==> src/hw/cpu_settings.svh <==
// cpu settings: widths, MIPS opcode and funct encodings, reset PC, vector and memory depth
`ifndef CPU_SETTINGS_SVH
`define CPU_SETTINGS_SVH

`define XLEN        32
`define REG_ADDR_W  5

`define RESET_PC    32'h0040_0000   // first fetch after reset
`define EXC_VECTOR  32'h8000_0180   // exception handler entry
`define DMEM_WORDS  64

`define OPC_RTYPE   6'h00
`define OPC_ADDI    6'h08
`define OPC_LW      6'h23
`define OPC_SW      6'h2b

`define FN_ADD      6'h20
`define FN_SUB      6'h22
`define FN_AND      6'h24
`define FN_OR       6'h25
`define FN_SLT      6'h2a

`endif

==> src/hw/cpu_pkg.sv <==
// cpu package: operation and exception enums plus the pipeline stage records
`include "cpu_settings.svh"

package cpu_pkg;

    typedef enum logic [3:0]
    {
        NOP,
        ADD,
        SUB,
        AND,
        OR,
        SLT,
        ADDI,
        LW,
        SW
    } op_t;

    typedef enum logic [1:0]
    {
        NONE,
        UNDEFINED,   // raised in decode
        OVERFLOW     // raised in execute
    } exc_cause_t;

    typedef struct packed
    {
        logic               valid;
        logic [`XLEN-1:0]   pc;
        logic [`XLEN-1:0]   instr;
    } if_id_t;

    typedef struct packed
    {
        logic                   valid;
        op_t                    op;
        logic [`XLEN-1:0]       pc;
        logic [`XLEN-1:0]       rs_val;
        logic [`XLEN-1:0]       rt_val;
        logic [`XLEN-1:0]       imm;        // already sign-extended
        logic [`REG_ADDR_W-1:0] dest;
        logic                   writes_reg;
        exc_cause_t             exc;
    } id_ex_t;

    typedef struct packed
    {
        logic                   valid;
        op_t                    op;
        logic [`XLEN-1:0]       pc;
        logic [`XLEN-1:0]       result;     // alu result or memory address
        logic [`XLEN-1:0]       store_data;
        logic [`REG_ADDR_W-1:0] dest;
        logic                   writes_reg;
        exc_cause_t             exc;
    } ex_mem_t;

    typedef struct packed
    {
        logic                   valid;
        logic [`XLEN-1:0]       pc;
        logic [`XLEN-1:0]       result;
        logic [`REG_ADDR_W-1:0] dest;
        logic                   writes_reg;
        exc_cause_t             exc;
    } mem_wb_t;

endpackage

==> src/hw/cpu_top.sv <==
// cpu top: five-stage MIPS pipeline with external instruction memory
`timescale 1ns/1ps
`include "cpu_settings.svh"

module cpu_top
(
    input  logic                    SYS_clk,
    input  logic                    SYS_reset,
    output logic [`XLEN-1:0]        imem_addr,
    input  logic [`XLEN-1:0]        imem_data,
    output logic                    commit_valid,
    output logic [`REG_ADDR_W-1:0]  commit_reg,
    output logic [`XLEN-1:0]        commit_data,
    output logic                    exc_valid,
    output cpu_pkg::exc_cause_t     exc_cause,
    output logic [`XLEN-1:0]        epc
);

    cpu_pkg::if_id_t        if_id;
    cpu_pkg::id_ex_t        id_ex_d;
    cpu_pkg::id_ex_t        id_ex_q;
    cpu_pkg::ex_mem_t       ex_mem_d;
    cpu_pkg::ex_mem_t       ex_mem_q;
    cpu_pkg::mem_wb_t       mem_wb_d;
    logic                   stall;
    logic                   flush;
    logic                   wb_we;
    logic [`REG_ADDR_W-1:0] wb_reg;
    logic [`XLEN-1:0]       wb_data;

    fetch_stage fetch_stage_i
    (
        .SYS_clk    (SYS_clk),
        .SYS_reset  (SYS_reset),
        .stall      (stall),
        .flush      (flush),
        .imem_addr  (imem_addr),
        .imem_data  (imem_data),
        .if_id      (if_id)
    );

    decode_stage decode_stage_i
    (
        .SYS_clk    (SYS_clk),
        .SYS_reset  (SYS_reset),
        .if_id      (if_id),
        .flush      (flush),
        .stall      (stall),
        .id_ex_q    (id_ex_q),      // hazard check against execute
        .ex_mem_q   (ex_mem_q),     // and against memory
        .wb_we      (wb_we),
        .wb_reg     (wb_reg),
        .wb_data    (wb_data),
        .id_ex_d    (id_ex_d)
    );

    execute_stage execute_stage_i
    (
        .SYS_clk    (SYS_clk),
        .SYS_reset  (SYS_reset),
        .flush      (flush),
        .id_ex_d    (id_ex_d),
        .id_ex_q    (id_ex_q),
        .ex_mem_d   (ex_mem_d)
    );

    memory_stage memory_stage_i
    (
        .SYS_clk    (SYS_clk),
        .SYS_reset  (SYS_reset),
        .flush      (flush),
        .ex_mem_d   (ex_mem_d),
        .ex_mem_q   (ex_mem_q),
        .mem_wb_d   (mem_wb_d)
    );

    writeback_stage writeback_stage_i
    (
        .SYS_clk        (SYS_clk),
        .SYS_reset      (SYS_reset),
        .mem_wb_d       (mem_wb_d),
        .flush          (flush),
        .wb_we          (wb_we),
        .wb_reg         (wb_reg),
        .wb_data        (wb_data),
        .commit_valid   (commit_valid),
        .commit_reg     (commit_reg),
        .commit_data    (commit_data),
        .exc_valid      (exc_valid),
        .exc_cause      (exc_cause),
        .epc            (epc)
    );

endmodule

==> src/hw/decode_stage.sv <==
// decode stage: register file, instruction decode, undefined-opcode check and RAW stall
`timescale 1ns/1ps
`include "cpu_settings.svh"

module decode_stage
(
    input  logic                    SYS_clk,
    input  logic                    SYS_reset,
    input  cpu_pkg::if_id_t         if_id,
    input  logic                    flush,
    output logic                    stall,
    input  cpu_pkg::id_ex_t         id_ex_q,
    input  cpu_pkg::ex_mem_t        ex_mem_q,
    input  logic                    wb_we,
    input  logic [`REG_ADDR_W-1:0]  wb_reg,
    input  logic [`XLEN-1:0]        wb_data,
    output cpu_pkg::id_ex_t         id_ex_d
);

    logic [`XLEN-1:0]       regs [2**`REG_ADDR_W];
    logic [5:0]             opcode;
    logic [5:0]             funct;
    logic [`REG_ADDR_W-1:0] rs;
    logic [`REG_ADDR_W-1:0] rt;
    logic [`REG_ADDR_W-1:0] rd;
    logic                   reads_rs;
    logic                   reads_rt;
    cpu_pkg::id_ex_t        dec;

    assign opcode = if_id.instr[31:26];
    assign rs     = if_id.instr[25:21];
    assign rt     = if_id.instr[20:16];
    assign rd     = if_id.instr[15:11];
    assign funct  = if_id.instr[5:0];

    always_ff @(posedge SYS_clk)
    begin
        if (wb_we && wb_reg != '0)
            regs[wb_reg] <= wb_data;
    end

    // r0 reads zero, a writeback in this cycle is seen at once
    function automatic logic [`XLEN-1:0] read_reg(input logic [`REG_ADDR_W-1:0] r);
        if (r == '0)
            return '0;
        if (wb_we && wb_reg == r)
            return wb_data;
        return regs[r];
    endfunction

    // register still owed by an older instruction in execute or memory
    function automatic logic pending(input logic [`REG_ADDR_W-1:0] r);
        return r != '0 &&
               ((id_ex_q.valid && id_ex_q.writes_reg && id_ex_q.dest == r) ||
                (ex_mem_q.valid && ex_mem_q.writes_reg && ex_mem_q.dest == r));
    endfunction

    always_comb
    begin
        dec            = '0;
        dec.valid      = if_id.valid;
        dec.pc         = if_id.pc;
        dec.rs_val     = read_reg(rs);
        dec.rt_val     = read_reg(rt);
        dec.imm        = {{(`XLEN-16){if_id.instr[15]}}, if_id.instr[15:0]};
        reads_rs       = 1'b1;
        reads_rt       = 1'b0;
        case (opcode)
            `OPC_RTYPE:
            begin
                reads_rt       = 1'b1;
                dec.dest       = rd;
                dec.writes_reg = 1'b1;
                case (funct)
                    `FN_ADD: dec.op = cpu_pkg::ADD;
                    `FN_SUB: dec.op = cpu_pkg::SUB;
                    `FN_AND: dec.op = cpu_pkg::AND;
                    `FN_OR:  dec.op = cpu_pkg::OR;
                    `FN_SLT: dec.op = cpu_pkg::SLT;
                    default: dec.exc = cpu_pkg::UNDEFINED;
                endcase
            end
            `OPC_ADDI:
            begin
                dec.op         = cpu_pkg::ADDI;
                dec.dest       = rt;
                dec.writes_reg = 1'b1;
            end
            `OPC_LW:
            begin
                dec.op         = cpu_pkg::LW;
                dec.dest       = rt;
                dec.writes_reg = 1'b1;
            end
            `OPC_SW:
            begin
                dec.op   = cpu_pkg::SW;
                reads_rt = 1'b1;
            end
            default: dec.exc = cpu_pkg::UNDEFINED;
        endcase
        if (if_id.instr == '0)      // all-zero word is a plain nop
        begin
            dec.op  = cpu_pkg::NOP;
            dec.exc = cpu_pkg::NONE;
        end
        if (dec.op == cpu_pkg::NOP || dec.exc != cpu_pkg::NONE)
        begin
            reads_rs       = 1'b0;
            reads_rt       = 1'b0;
            dec.writes_reg = 1'b0;
            dec.dest       = '0;
        end
        if (!if_id.valid)
            dec.exc = cpu_pkg::NONE;
        stall = if_id.valid && ((reads_rs && pending(rs)) || (reads_rt && pending(rt)));
    end

    assign id_ex_d = stall ? '0 : dec;  // bubble while waiting

    // writeback filters r0 before it reaches the file
    a_no_r0_write: assert property (@(posedge SYS_clk) disable iff (SYS_reset)
        wb_we |-> wb_reg != '0);

endmodule

==> src/hw/execute_stage.sv <==
// execute stage: decode/execute register, ALU and signed overflow detection
`timescale 1ns/1ps
`include "cpu_settings.svh"

module execute_stage
(
    input  logic                SYS_clk,
    input  logic                SYS_reset,
    input  logic                flush,
    input  cpu_pkg::id_ex_t     id_ex_d,
    output cpu_pkg::id_ex_t     id_ex_q,
    output cpu_pkg::ex_mem_t    ex_mem_d
);

    logic [`XLEN-1:0] a;
    logic [`XLEN-1:0] b;
    logic [`XLEN-1:0] sum;
    logic [`XLEN-1:0] diff;
    logic             ovf;

    always_ff @(posedge SYS_clk or posedge SYS_reset)
    begin
        if (SYS_reset)
            id_ex_q <= '0;
        else if (flush)
            id_ex_q <= '0;
        else
            id_ex_q <= id_ex_d;
    end

    assign a    = id_ex_q.rs_val;
    assign b    = (id_ex_q.op == cpu_pkg::ADDI || id_ex_q.op == cpu_pkg::LW ||
                   id_ex_q.op == cpu_pkg::SW) ? id_ex_q.imm : id_ex_q.rt_val;
    assign sum  = a + b;
    assign diff = a - b;

    always_comb
    begin
        ex_mem_d            = '0;
        ex_mem_d.valid      = id_ex_q.valid;
        ex_mem_d.op         = id_ex_q.op;
        ex_mem_d.pc         = id_ex_q.pc;
        ex_mem_d.store_data = id_ex_q.rt_val;
        ex_mem_d.dest       = id_ex_q.dest;
        ex_mem_d.writes_reg = id_ex_q.writes_reg;
        ex_mem_d.exc        = id_ex_q.exc;
        ovf                 = 1'b0;
        case (id_ex_q.op)
            cpu_pkg::ADD, cpu_pkg::ADDI:
            begin
                ex_mem_d.result = sum;
                ovf = (a[`XLEN-1] == b[`XLEN-1]) && (sum[`XLEN-1] != a[`XLEN-1]);
            end
            cpu_pkg::SUB:
            begin
                ex_mem_d.result = diff;
                ovf = (a[`XLEN-1] != b[`XLEN-1]) && (diff[`XLEN-1] != a[`XLEN-1]);
            end
            cpu_pkg::AND: ex_mem_d.result = a & b;
            cpu_pkg::OR:  ex_mem_d.result = a | b;
            cpu_pkg::SLT: ex_mem_d.result = {{(`XLEN-1){1'b0}}, $signed(a) < $signed(b)};
            cpu_pkg::LW, cpu_pkg::SW: ex_mem_d.result = sum;   // effective address
            default: ex_mem_d.result = '0;
        endcase
        if (id_ex_q.valid && ovf && id_ex_q.exc == cpu_pkg::NONE)  // earlier cause stays
            ex_mem_d.exc = cpu_pkg::OVERFLOW;
        if (ex_mem_d.exc != cpu_pkg::NONE)
            ex_mem_d.writes_reg = 1'b0;
    end

endmodule

==> src/hw/fetch_stage.sv <==
// fetch stage: program counter, instruction request and the fetch/decode register
`timescale 1ns/1ps
`include "cpu_settings.svh"

module fetch_stage
(
    input  logic                SYS_clk,
    input  logic                SYS_reset,
    input  logic                stall,
    input  logic                flush,
    output logic [`XLEN-1:0]    imem_addr,
    input  logic [`XLEN-1:0]    imem_data,
    output cpu_pkg::if_id_t     if_id
);

    logic [`XLEN-1:0] pc;

    assign imem_addr = pc;  // memory answers in the same cycle

    always_ff @(posedge SYS_clk or posedge SYS_reset)
    begin
        if (SYS_reset)
        begin
            pc    <= `RESET_PC;
            if_id <= '0;
        end
        else if (flush)                 // flush wins over stall
        begin
            pc    <= `EXC_VECTOR;
            if_id <= '0;
        end
        else if (!stall)
        begin
            pc          <= pc + `XLEN'd4;
            if_id.valid <= 1'b1;
            if_id.pc    <= pc;
            if_id.instr <= imem_data;
        end
    end

    a_pc_aligned: assert property (@(posedge SYS_clk) disable iff (SYS_reset)
        pc[1:0] == 2'b00);

endmodule

==> src/hw/memory_stage.sv <==
// memory stage: execute/memory register and word-addressed data memory for lw and sw
`timescale 1ns/1ps
`include "cpu_settings.svh"

module memory_stage
(
    input  logic                SYS_clk,
    input  logic                SYS_reset,
    input  logic                flush,
    input  cpu_pkg::ex_mem_t    ex_mem_d,
    output cpu_pkg::ex_mem_t    ex_mem_q,
    output cpu_pkg::mem_wb_t    mem_wb_d
);

    localparam int IDX_W = $clog2(`DMEM_WORDS);

    logic [`XLEN-1:0]   dmem [`DMEM_WORDS];
    logic [`XLEN-3:0]   word_addr;
    logic [IDX_W-1:0]   idx;
    logic               is_mem;
    logic               store_en;

    initial
    begin
        for (int i = 0; i < `DMEM_WORDS; i++)
            dmem[i] = '0;
    end

    always_ff @(posedge SYS_clk or posedge SYS_reset)
    begin
        if (SYS_reset)
            ex_mem_q <= '0;
        else if (flush)
            ex_mem_q <= '0;
        else
            ex_mem_q <= ex_mem_d;
    end

    assign word_addr = ex_mem_q.result[`XLEN-1:2];    // byte offset ignored
    assign idx       = word_addr[IDX_W-1:0];
    assign is_mem    = ex_mem_q.op == cpu_pkg::LW || ex_mem_q.op == cpu_pkg::SW;
    assign store_en  = ex_mem_q.valid && ex_mem_q.op == cpu_pkg::SW &&
                       ex_mem_q.exc == cpu_pkg::NONE && !flush;

    always_ff @(posedge SYS_clk)
    begin
        if (store_en)
            dmem[idx] <= ex_mem_q.store_data;
    end

    always_comb
    begin
        mem_wb_d.valid      = ex_mem_q.valid;
        mem_wb_d.pc         = ex_mem_q.pc;
        mem_wb_d.result     = (ex_mem_q.op == cpu_pkg::LW) ? dmem[idx] : ex_mem_q.result;
        mem_wb_d.dest       = ex_mem_q.dest;
        mem_wb_d.writes_reg = ex_mem_q.writes_reg;
        mem_wb_d.exc        = ex_mem_q.exc;
    end

    a_dmem_range: assert property (@(posedge SYS_clk) disable iff (SYS_reset)
        (ex_mem_q.valid && is_mem && ex_mem_q.exc == cpu_pkg::NONE)
            |-> word_addr < `DMEM_WORDS);

endmodule

==> src/hw/writeback_stage.sv <==
// writeback stage: memory/writeback register, register write, commit and exception report
`timescale 1ns/1ps
`include "cpu_settings.svh"

module writeback_stage
(
    input  logic                    SYS_clk,
    input  logic                    SYS_reset,
    input  cpu_pkg::mem_wb_t        mem_wb_d,
    output logic                    flush,
    output logic                    wb_we,
    output logic [`REG_ADDR_W-1:0]  wb_reg,
    output logic [`XLEN-1:0]        wb_data,
    output logic                    commit_valid,
    output logic [`REG_ADDR_W-1:0]  commit_reg,
    output logic [`XLEN-1:0]        commit_data,
    output logic                    exc_valid,
    output cpu_pkg::exc_cause_t     exc_cause,
    output logic [`XLEN-1:0]        epc
);

    cpu_pkg::mem_wb_t mem_wb_q;

    always_ff @(posedge SYS_clk or posedge SYS_reset)
    begin
        if (SYS_reset)
            mem_wb_q <= '0;
        else if (flush)
            mem_wb_q <= '0;     // faulting record leaves with the flush
        else
            mem_wb_q <= mem_wb_d;
    end

    assign flush = mem_wb_q.valid && mem_wb_q.exc != cpu_pkg::NONE;

    // excepting records never write, r0 writes are dropped here
    assign wb_we   = mem_wb_q.valid && mem_wb_q.writes_reg && mem_wb_q.dest != '0 &&
                     mem_wb_q.exc == cpu_pkg::NONE;
    assign wb_reg  = mem_wb_q.dest;
    assign wb_data = mem_wb_q.result;

    assign commit_valid = wb_we;
    assign commit_reg   = mem_wb_q.dest;
    assign commit_data  = mem_wb_q.result;

    assign exc_valid = flush;
    assign exc_cause = mem_wb_q.exc;
    assign epc       = mem_wb_q.pc;   // address of the faulting instruction

    a_exc_pulse: assert property (@(posedge SYS_clk) disable iff (SYS_reset)
        exc_valid |=> !exc_valid);

endmodule

==> config.mk <==
export PLATFORM = sky130hd
export DESIGN_NAME = cpu_top
export DESIGN_NICKNAME = d
export VERILOG_FILES = /design/src/hw/cpu_pkg.sv /design/src/hw/cpu_top.sv /design/src/hw/decode_stage.sv /design/src/hw/execute_stage.sv /design/src/hw/fetch_stage.sv /design/src/hw/memory_stage.sv /design/src/hw/writeback_stage.sv
export VERILOG_INCLUDE_DIRS = /design/src /design/src/hw
export SDC_FILE = /design/constraint.sdc
export NUM_CORES = 2
export LEC_CHECK = 0
export BUFFER_PORTS_ARGS = -buffer_cell sky130_fd_sc_hd__buf_2
export CAP_MARGIN = 20
export CORE_ASPECT_RATIO = 2
export CORE_UTILIZATION = 68
export DETAILED_ROUTE_END_ITERATION = 10
export PLACE_DENSITY_LB_ADDON = 0.05
export SLEW_MARGIN = 20
export SYNTH_ARGS = -nofsm -noshare
export SYNTH_HDL_FRONTEND = slang
export SYNTH_SLANG_ARGS = --single-unit
==> constraint.sdc <==
create_clock -name SYS_clk -period 21.4 [get_ports SYS_clk]
set_input_delay 4.28 -clock SYS_clk [delete_from_list [all_inputs] [get_ports SYS_clk]]
set_output_delay 4.28 -clock SYS_clk [all_outputs]
set_load 0.005 [all_outputs]
## Word-level counts from Yosys, hierarchy flattened

Memory sizes are Yosys's and may differ from the RTL's.
Index checks and enable logic that the tools add are counted.

| cells by class | value |
|---|---|
| add/sub/neg operators | 3 |
| order comparisons | 1 |
| eq/ne operators | 29 |
| mux-type cells | 44 |
| bitwise logic cells | 2 |
| reductions and logical operators | 52 |

Operators with widths:

| operator | count |
|---|---|
| $mux 32 | 12 |
| $mux 141 | 2 |
| $pmux 32 s5 | 1 |
| $mux 65 | 2 |
| $mux 109 | 1 |
| $mux 73 | 1 |
| $eq 6x6->1 const B | 7 |
| $add 32x3->32 const B | 1 |
| $add 32x32->32 | 1 |
| $and 32x32->32 | 1 |
| $logic_not 32->1 | 1 |
| $lt 32x32->1 | 1 |
| $or 32x32->32 | 1 |
| $sub 32x32->32 | 1 |
| $eq 5x5->1 | 6 |
| $logic_and 1x1->1 | 25 |
| $eq 4x3->1 const B | 5 |
| $mux 1 | 17 |
| $pmux 4 s4 | 1 |
| $pmux 3 s5 | 1 |
| $reduce_bool 5->1 | 3 |
| $pmux 6 s2 | 1 |
| $logic_not 5->1 | 2 |
| $eq 4x2->1 const B | 2 |
| other kinds (20) | 35 |

| storage, ports and cells | value |
|---|---|
| flip-flop bits (word level) | 420 |
| bits in writable memories | 3072 |
| bits of input ports | 34 |
| output and inout port bits | 105 |
| memories kept | 2 |

Memory list:

| name | depth | bits a word | rd ports | clocked after memory_dff | wr ports | RTL line | RTL |
|---|---|---|---|---|---|---|---|
| memory_stage_i.dmem | 64 | 32 | 1 | 0 | 1 | memory_stage.sv:17 | `` logic [`XLEN-1:0] dmem [`DMEM_WORDS]; `` |
| decode_stage_i.regs | 32 | 32 | 2 | 0 | 1 | decode_stage.sv:20 | `` logic [`XLEN-1:0] regs [2**`REG_ADDR_W]; `` |

## Depth between registers and ports, before layout

| logic depth | value |
|---|---|
| depth after elaboration | 14 |
| depth in mapped cells | 19 |

## Cells and area by module

From an unflattened synthesis, not the netlist that was laid out.

| unflattened totals | value |
|---|---|
| cell total of the unflattened synthesis | 9122 |
| area, all modules | 149910.0 µm² |

By module, submodules not included:

| module | times used | cells an instance | area each (µm²) | sequential area each (µm²) |
|---|---|---|---|---|
| memory_stage | 1 | 4437 | 82970.8 | 64226.6 |
| decode_stage | 1 | 2896 | 49419.9 | 30749.5 |
| execute_stage | 1 | 1149 | 10219.8 | 3528.4 |
| fetch_stage | 1 | 370 | 4115.2 | 2353.5 |
| writeback_stage | 1 | 270 | 3184.3 | 1826.8 |

## Worst setup path before layout

No wires, ideal clock.

| timing path | value |
|---|---|
| path kind | reg2out |
| start | register writeback_stage_i.mem_wb_q, in the netlist writeback_stage_i.commit_reg[1] |
| end | output commit_valid |
| arrival time | 1.142 ns |
| required time | 17.120 ns |
| setup slack | 15.978 ns |
| cell stages (with the launch flop) | 5 |
| cells stage by stage | dfrtp_1 -> or2_2 -> clkbuf_1 -> nor3_1 -> a21oi_1 |

| between the ends | value |
|---|---|
| longest elaborated chain between the ends | 3 |

Ends and longest elaborated chain:

| item | RTL line | RTL |
|---|---|---|
| from (decl) | writeback_stage.sv:22 | `cpu_pkg::mem_wb_t mem_wb_q;` |
| from (signal assigned) | writeback_stage.sv:31 | `mem_wb_q <= mem_wb_d;` |
| $reduce_bool 5->1 | writeback_stage.sv:37 | `assign wb_we = mem_wb_q.valid && mem_wb_q.writes_reg && mem_wb_q.dest != '0 &&` |
| $logic_and 1x1->1 (2 in a row) | writeback_stage.sv:37 |  |
| to (decl) | cpu_top.sv:11 | `output logic commit_valid,` |

Every way passes these cells.

## Final worst setup path

| timing path | value |
|---|---|
| start | register writeback_stage_i.mem_wb_q, in the netlist writeback_stage_i.commit_reg[0] |
| end | output commit_valid |

The elaborated chain is that of the path after synthesis.

==> reports/qor.log <==
qor: floorplan.num_rows 236
qor: clock_network.cts_max_path_buffers 4
qor: sta.tightest_slew 1210 ps
qor: synthesis.ys.warnings.count 0
qor: setup_path.critPathArrivalTime 2730 ps
qor: place.port_buffers 136
qor: floorplan.top_level_ports 139
qor: clock_network.clk_latency 880 ps
qor: detailed_routing.route.detailed.vias_per_inst 7.60
qor: sta.slew_violations 0
qor: setup_path.rr_startpoint execute_stage_i.ex_mem_d[107]$_DFF_PP0_
qor: floorplan.die_h 648 um
qor: setup_path.max_stage_delay 640 ps
qor: cells_and_area.finalNetCount 8627
qor: sta.fin_tns_setup 0 ps
qor: power.leakage_power 50.0 nW
qor: sta.maxClockFrequency 143 MHz
qor: synthesis.synth-main-ff-cell edfxtp_1
qor: cells_and_area.largest_reg_flops 2048
qor: synthesis.mappedNetlistArea 0.142 mm^2
qor: detailed_routing.drc 0
qor: detailed_routing.via_count 87200
qor: floorplan.floorplan.die_area 0.210 mm^2
qor: sta.report.final.hold_viol_count 0
qor: clock_network.post-cts-setup-buffer-count 0
qor: clock_network.tritoncts built
qor: setup_path.critical_path.max_fanout 8
qor: sta.finalCritPeriodShare 32.7%
qor: setup_path.critical_path.top_delay_family compound AO/OA/AOI/OAI gates
qor: floorplan.placeableCoreArea 0.207 mm^2
qor: setup_path.endpoint_kind primary output
qor: grt.grt_antenna_before_repair 29
qor: floorplan.floorplan.initialDensity 68.5%
qor: min_path.min_path_type reg -> reg
qor: place.dp_hpwl 267 mm
qor: synthesis.synthCells 8434
qor: sta.worst_clock_skew 31.4 ps
qor: cells_and_area.syn_to_final_growth 9.86%
qor: clock_network.cts_hold_repair.buffers 0
qor: status.run_status complete, no violations
qor: grt.globalRoute.totalOverflow 0
qor: grt.grt_pass1_wl 628 mm
qor: cells_and_area.post_route_cells_drive_above_1_share 18.1%
qor: setup_path.critical_path_start_end_classification reg -> out
qor: detailed_routing.number_of_drc_markers_after_the_initial_detailed_route_iteration 12900
qor: clock_network.cts-buffers-inserted 292
qor: grt.grt_max_degree 141
qor: cells_and_area.most_flops_register memory_stage_i.dmem
qor: detailed_routing.drt.antenna.violating_nets 0
qor: setup_path.path_cells or2_2, nor3_1, a21oi_2, buf_2
qor: setup_path.crit_required 17120 ps
qor: setup_path.setup.worst_path.start_class flip-flop
qor: setup_path.worstSetupStartpoint writeback_stage_i.commit_reg[0]$_DFF_PP0_
qor: setup_path.critical_path.n_buffers_inverters 1
qor: sta.report.final.setup_viol 0
qor: cells_and_area.postLayoutCoreUtil 75.2%
qor: floorplan.fp.dieW 325 um
qor: synthesis.synth_async_sr_flop_share 11.4%
qor: place.routabilityCongestion 1.00
qor: detailed_routing.postRouteWirelength 450 mm
qor: clock_network.clockRootBuffer clkbuf_16
qor: sta.final.hold.worst_slack 443 ps
qor: clock_network.cts_resized 0
qor: synthesis.syn_avg_cell_area 16.8 um^2
qor: min_path.worstHoldStart execute_stage_i.ex_mem_d[89]$_DFF_PP0_
qor: detailed_routing.pre_repair_dr_iteration_count 9
qor: clock_network.clkTransAtPathRegs 70 ps
qor: power.power-per-cell-area 102 mW/mm^2
qor: setup_path.timing.critical_path.slowest_stage_cell a21oi_2
qor: sta.rsz_0062_raised_after_global_routing false
qor: synthesis.ys_types 90
qor: power.max-vdd-ir-drop 94.0 uV
qor: grt.grt_util_all_layers 42.9%
qor: clock_network.clock_sinks 3469
qor: detailed_routing.wl_per_cell 39.2 um
qor: synthesis.synth-seq-area-share 72.1%
qor: sta.slew-limit-headroom 18.8%
qor: grt.via_count_of_the_first_global_routing_pass 86000
qor: synthesis.yosys_register_bits 3469
qor: sta.final_period_minus_worst_setup_slack 7010 ps
qor: flow_run.max_cap_violations 0
qor: cells_and_area.top_regs memory_stage_i.dmem x2048, decode_stage_i.regs x1024, memory_stage_i.ex_mem_q x108
qor: clock_network.cts.htree.levels 5
qor: synthesis.synth_enable_flop_cells 3072
[placed cells by master, fill, tap and decap left out, drive strengths merged, types with 34 or more instances in the layout]
cell type  count
a211oi        47
buf          394
conb          34
nand2        248
mux2          82
o21ai        198
nand3         49
edfxtp      3072
and3          68
a221oi       203
a22oi        767
a22o         120
xor2          44
inv          116
nand4        102
clkinv       100
o211ai        82
a31oi         98
a21oi        292
nor2         419
clkbuf       381
xnor2         34
mux4         467
a41oi         49
mux2i        270
dfrtp        396
and2         126
ha            97
[cells by family (layout without fill, tap and decap cells)]
family                     after synthesis  in the layout  share of synthesized area (%)
and+or+nand+nor                       1163           1163                           3.95
other                                    1             41                        0.00265
adders and majority gates               99             99                          0.884
muxes                                  819            819                           9.98
xor gates and xnor gates                78             78                          0.482
AOI/OAI and AO/OA                     2037           2037                           10.3
buffers and inverters                  768           1028                           2.32
DFF                                   3469           3469                           72.1
[final cells by class]
type | instances | area (um^2)
Sequential cell | 3469 | 102000
Fill cell | 12000 | 51300
Multi-Input combinational cell | 4230 | 37300
Clock buffer | 381 | 8090
Tap cell | 2737 | 3420
Timing Repair Buffer | 394 | 2780
Clock inverter | 146 | 1390
Inverter | 107 | 412
Antenna cell | 7 | 17.5
[cell usage after synthesis, types with 68 or more instances]
cell	count	area [um^2]
nand2_1	248	931
mux4_2	467	10500
a22oi_1	767	5760
inv_1	104	390
and3_1	68	425
mux2_2	82	923
buf_2	89	445
a22o_1	120	1050
buf_1	108	405
edfxtp_1	3072	92200
a31oi_1	98	613
a221oi_1	203	1780
ha_1	97	1210
and2_1	125	782
clkbuf_1	388	1460
nand4_1	102	638
o21ai_0	192	961
mux2i_1	270	2700
nor2_1	419	1570
dfrtp_1	396	9910
a21oi_1	290	1450
buf_4	73	548
o211ai_1	82	616
[per-stage QoR]
stage	cell area [um^2]	instances	setup slack, ps	power, W
2_1_floorplan	142000	8467	6080	0.00956
3_3_place_gp	146000	10900	14490	0.0105
3_5_place_dp	146000	10900	14420	0.0105
4_1_cts	156000	11500	14420	0.0158
5_1_grt	156000	11500	14320	0.0162
6_report	156000	11500	14390	0.0158
[path summary, 6_finish.rpt]
path                                                         endpoint  slack (ps)  cells after the start
worst max register to register   memory_stage_i.ex_mem_q[1]$_DFF_PP0_       15730                     13
worst min-delay path            memory_stage_i.ex_mem_q[89]$_DFF_PP0_         440                      1
max in group asynchronous       memory_stage_i.ex_mem_q[29]$_DFF_PP0_       15360                      4
min in group asynchronous         writeback_stage_i.epc[24]$_DFF_PP0_        3610                      2
worst max-delay path                                     commit_valid       14390                      4
worst min register to register  memory_stage_i.ex_mem_q[89]$_DFF_PP0_         440                      1
[routing by layer]
layer / vias to the layer above / GRT usage [%] / wire length [um] / part of all wire (%)
li1: 34300 / - / - / -
met1: 44000 / 50.8 / 138000 / 31
met2: 6954 / 69.9 / 220000 / 49
met3: 1902 / 8.85 / 51400 / 11
met4: 18 / 31.9 / 40800 / 9.1
met5: - / 0 / 117 / 0.026
[worst register-to-register path, delay by kind of cell, from the launching register on]
family / cells / cell delay (ps)
compound gates: 8 / 2700
buf+inv: 1 / 60
flops: 1 / 510
simple gates: 3 / 1820
fa+ha+maj: 1 / 460
[power breakdown]
group          leakage [nW]  internal, W  switching (W)
logic                  14.0     0.000615        0.00137
registers              31.4      0.00796       0.000517
clock network          4.62      0.00297        0.00241
No activity file was read; power rests on OpenSTA's default activity.
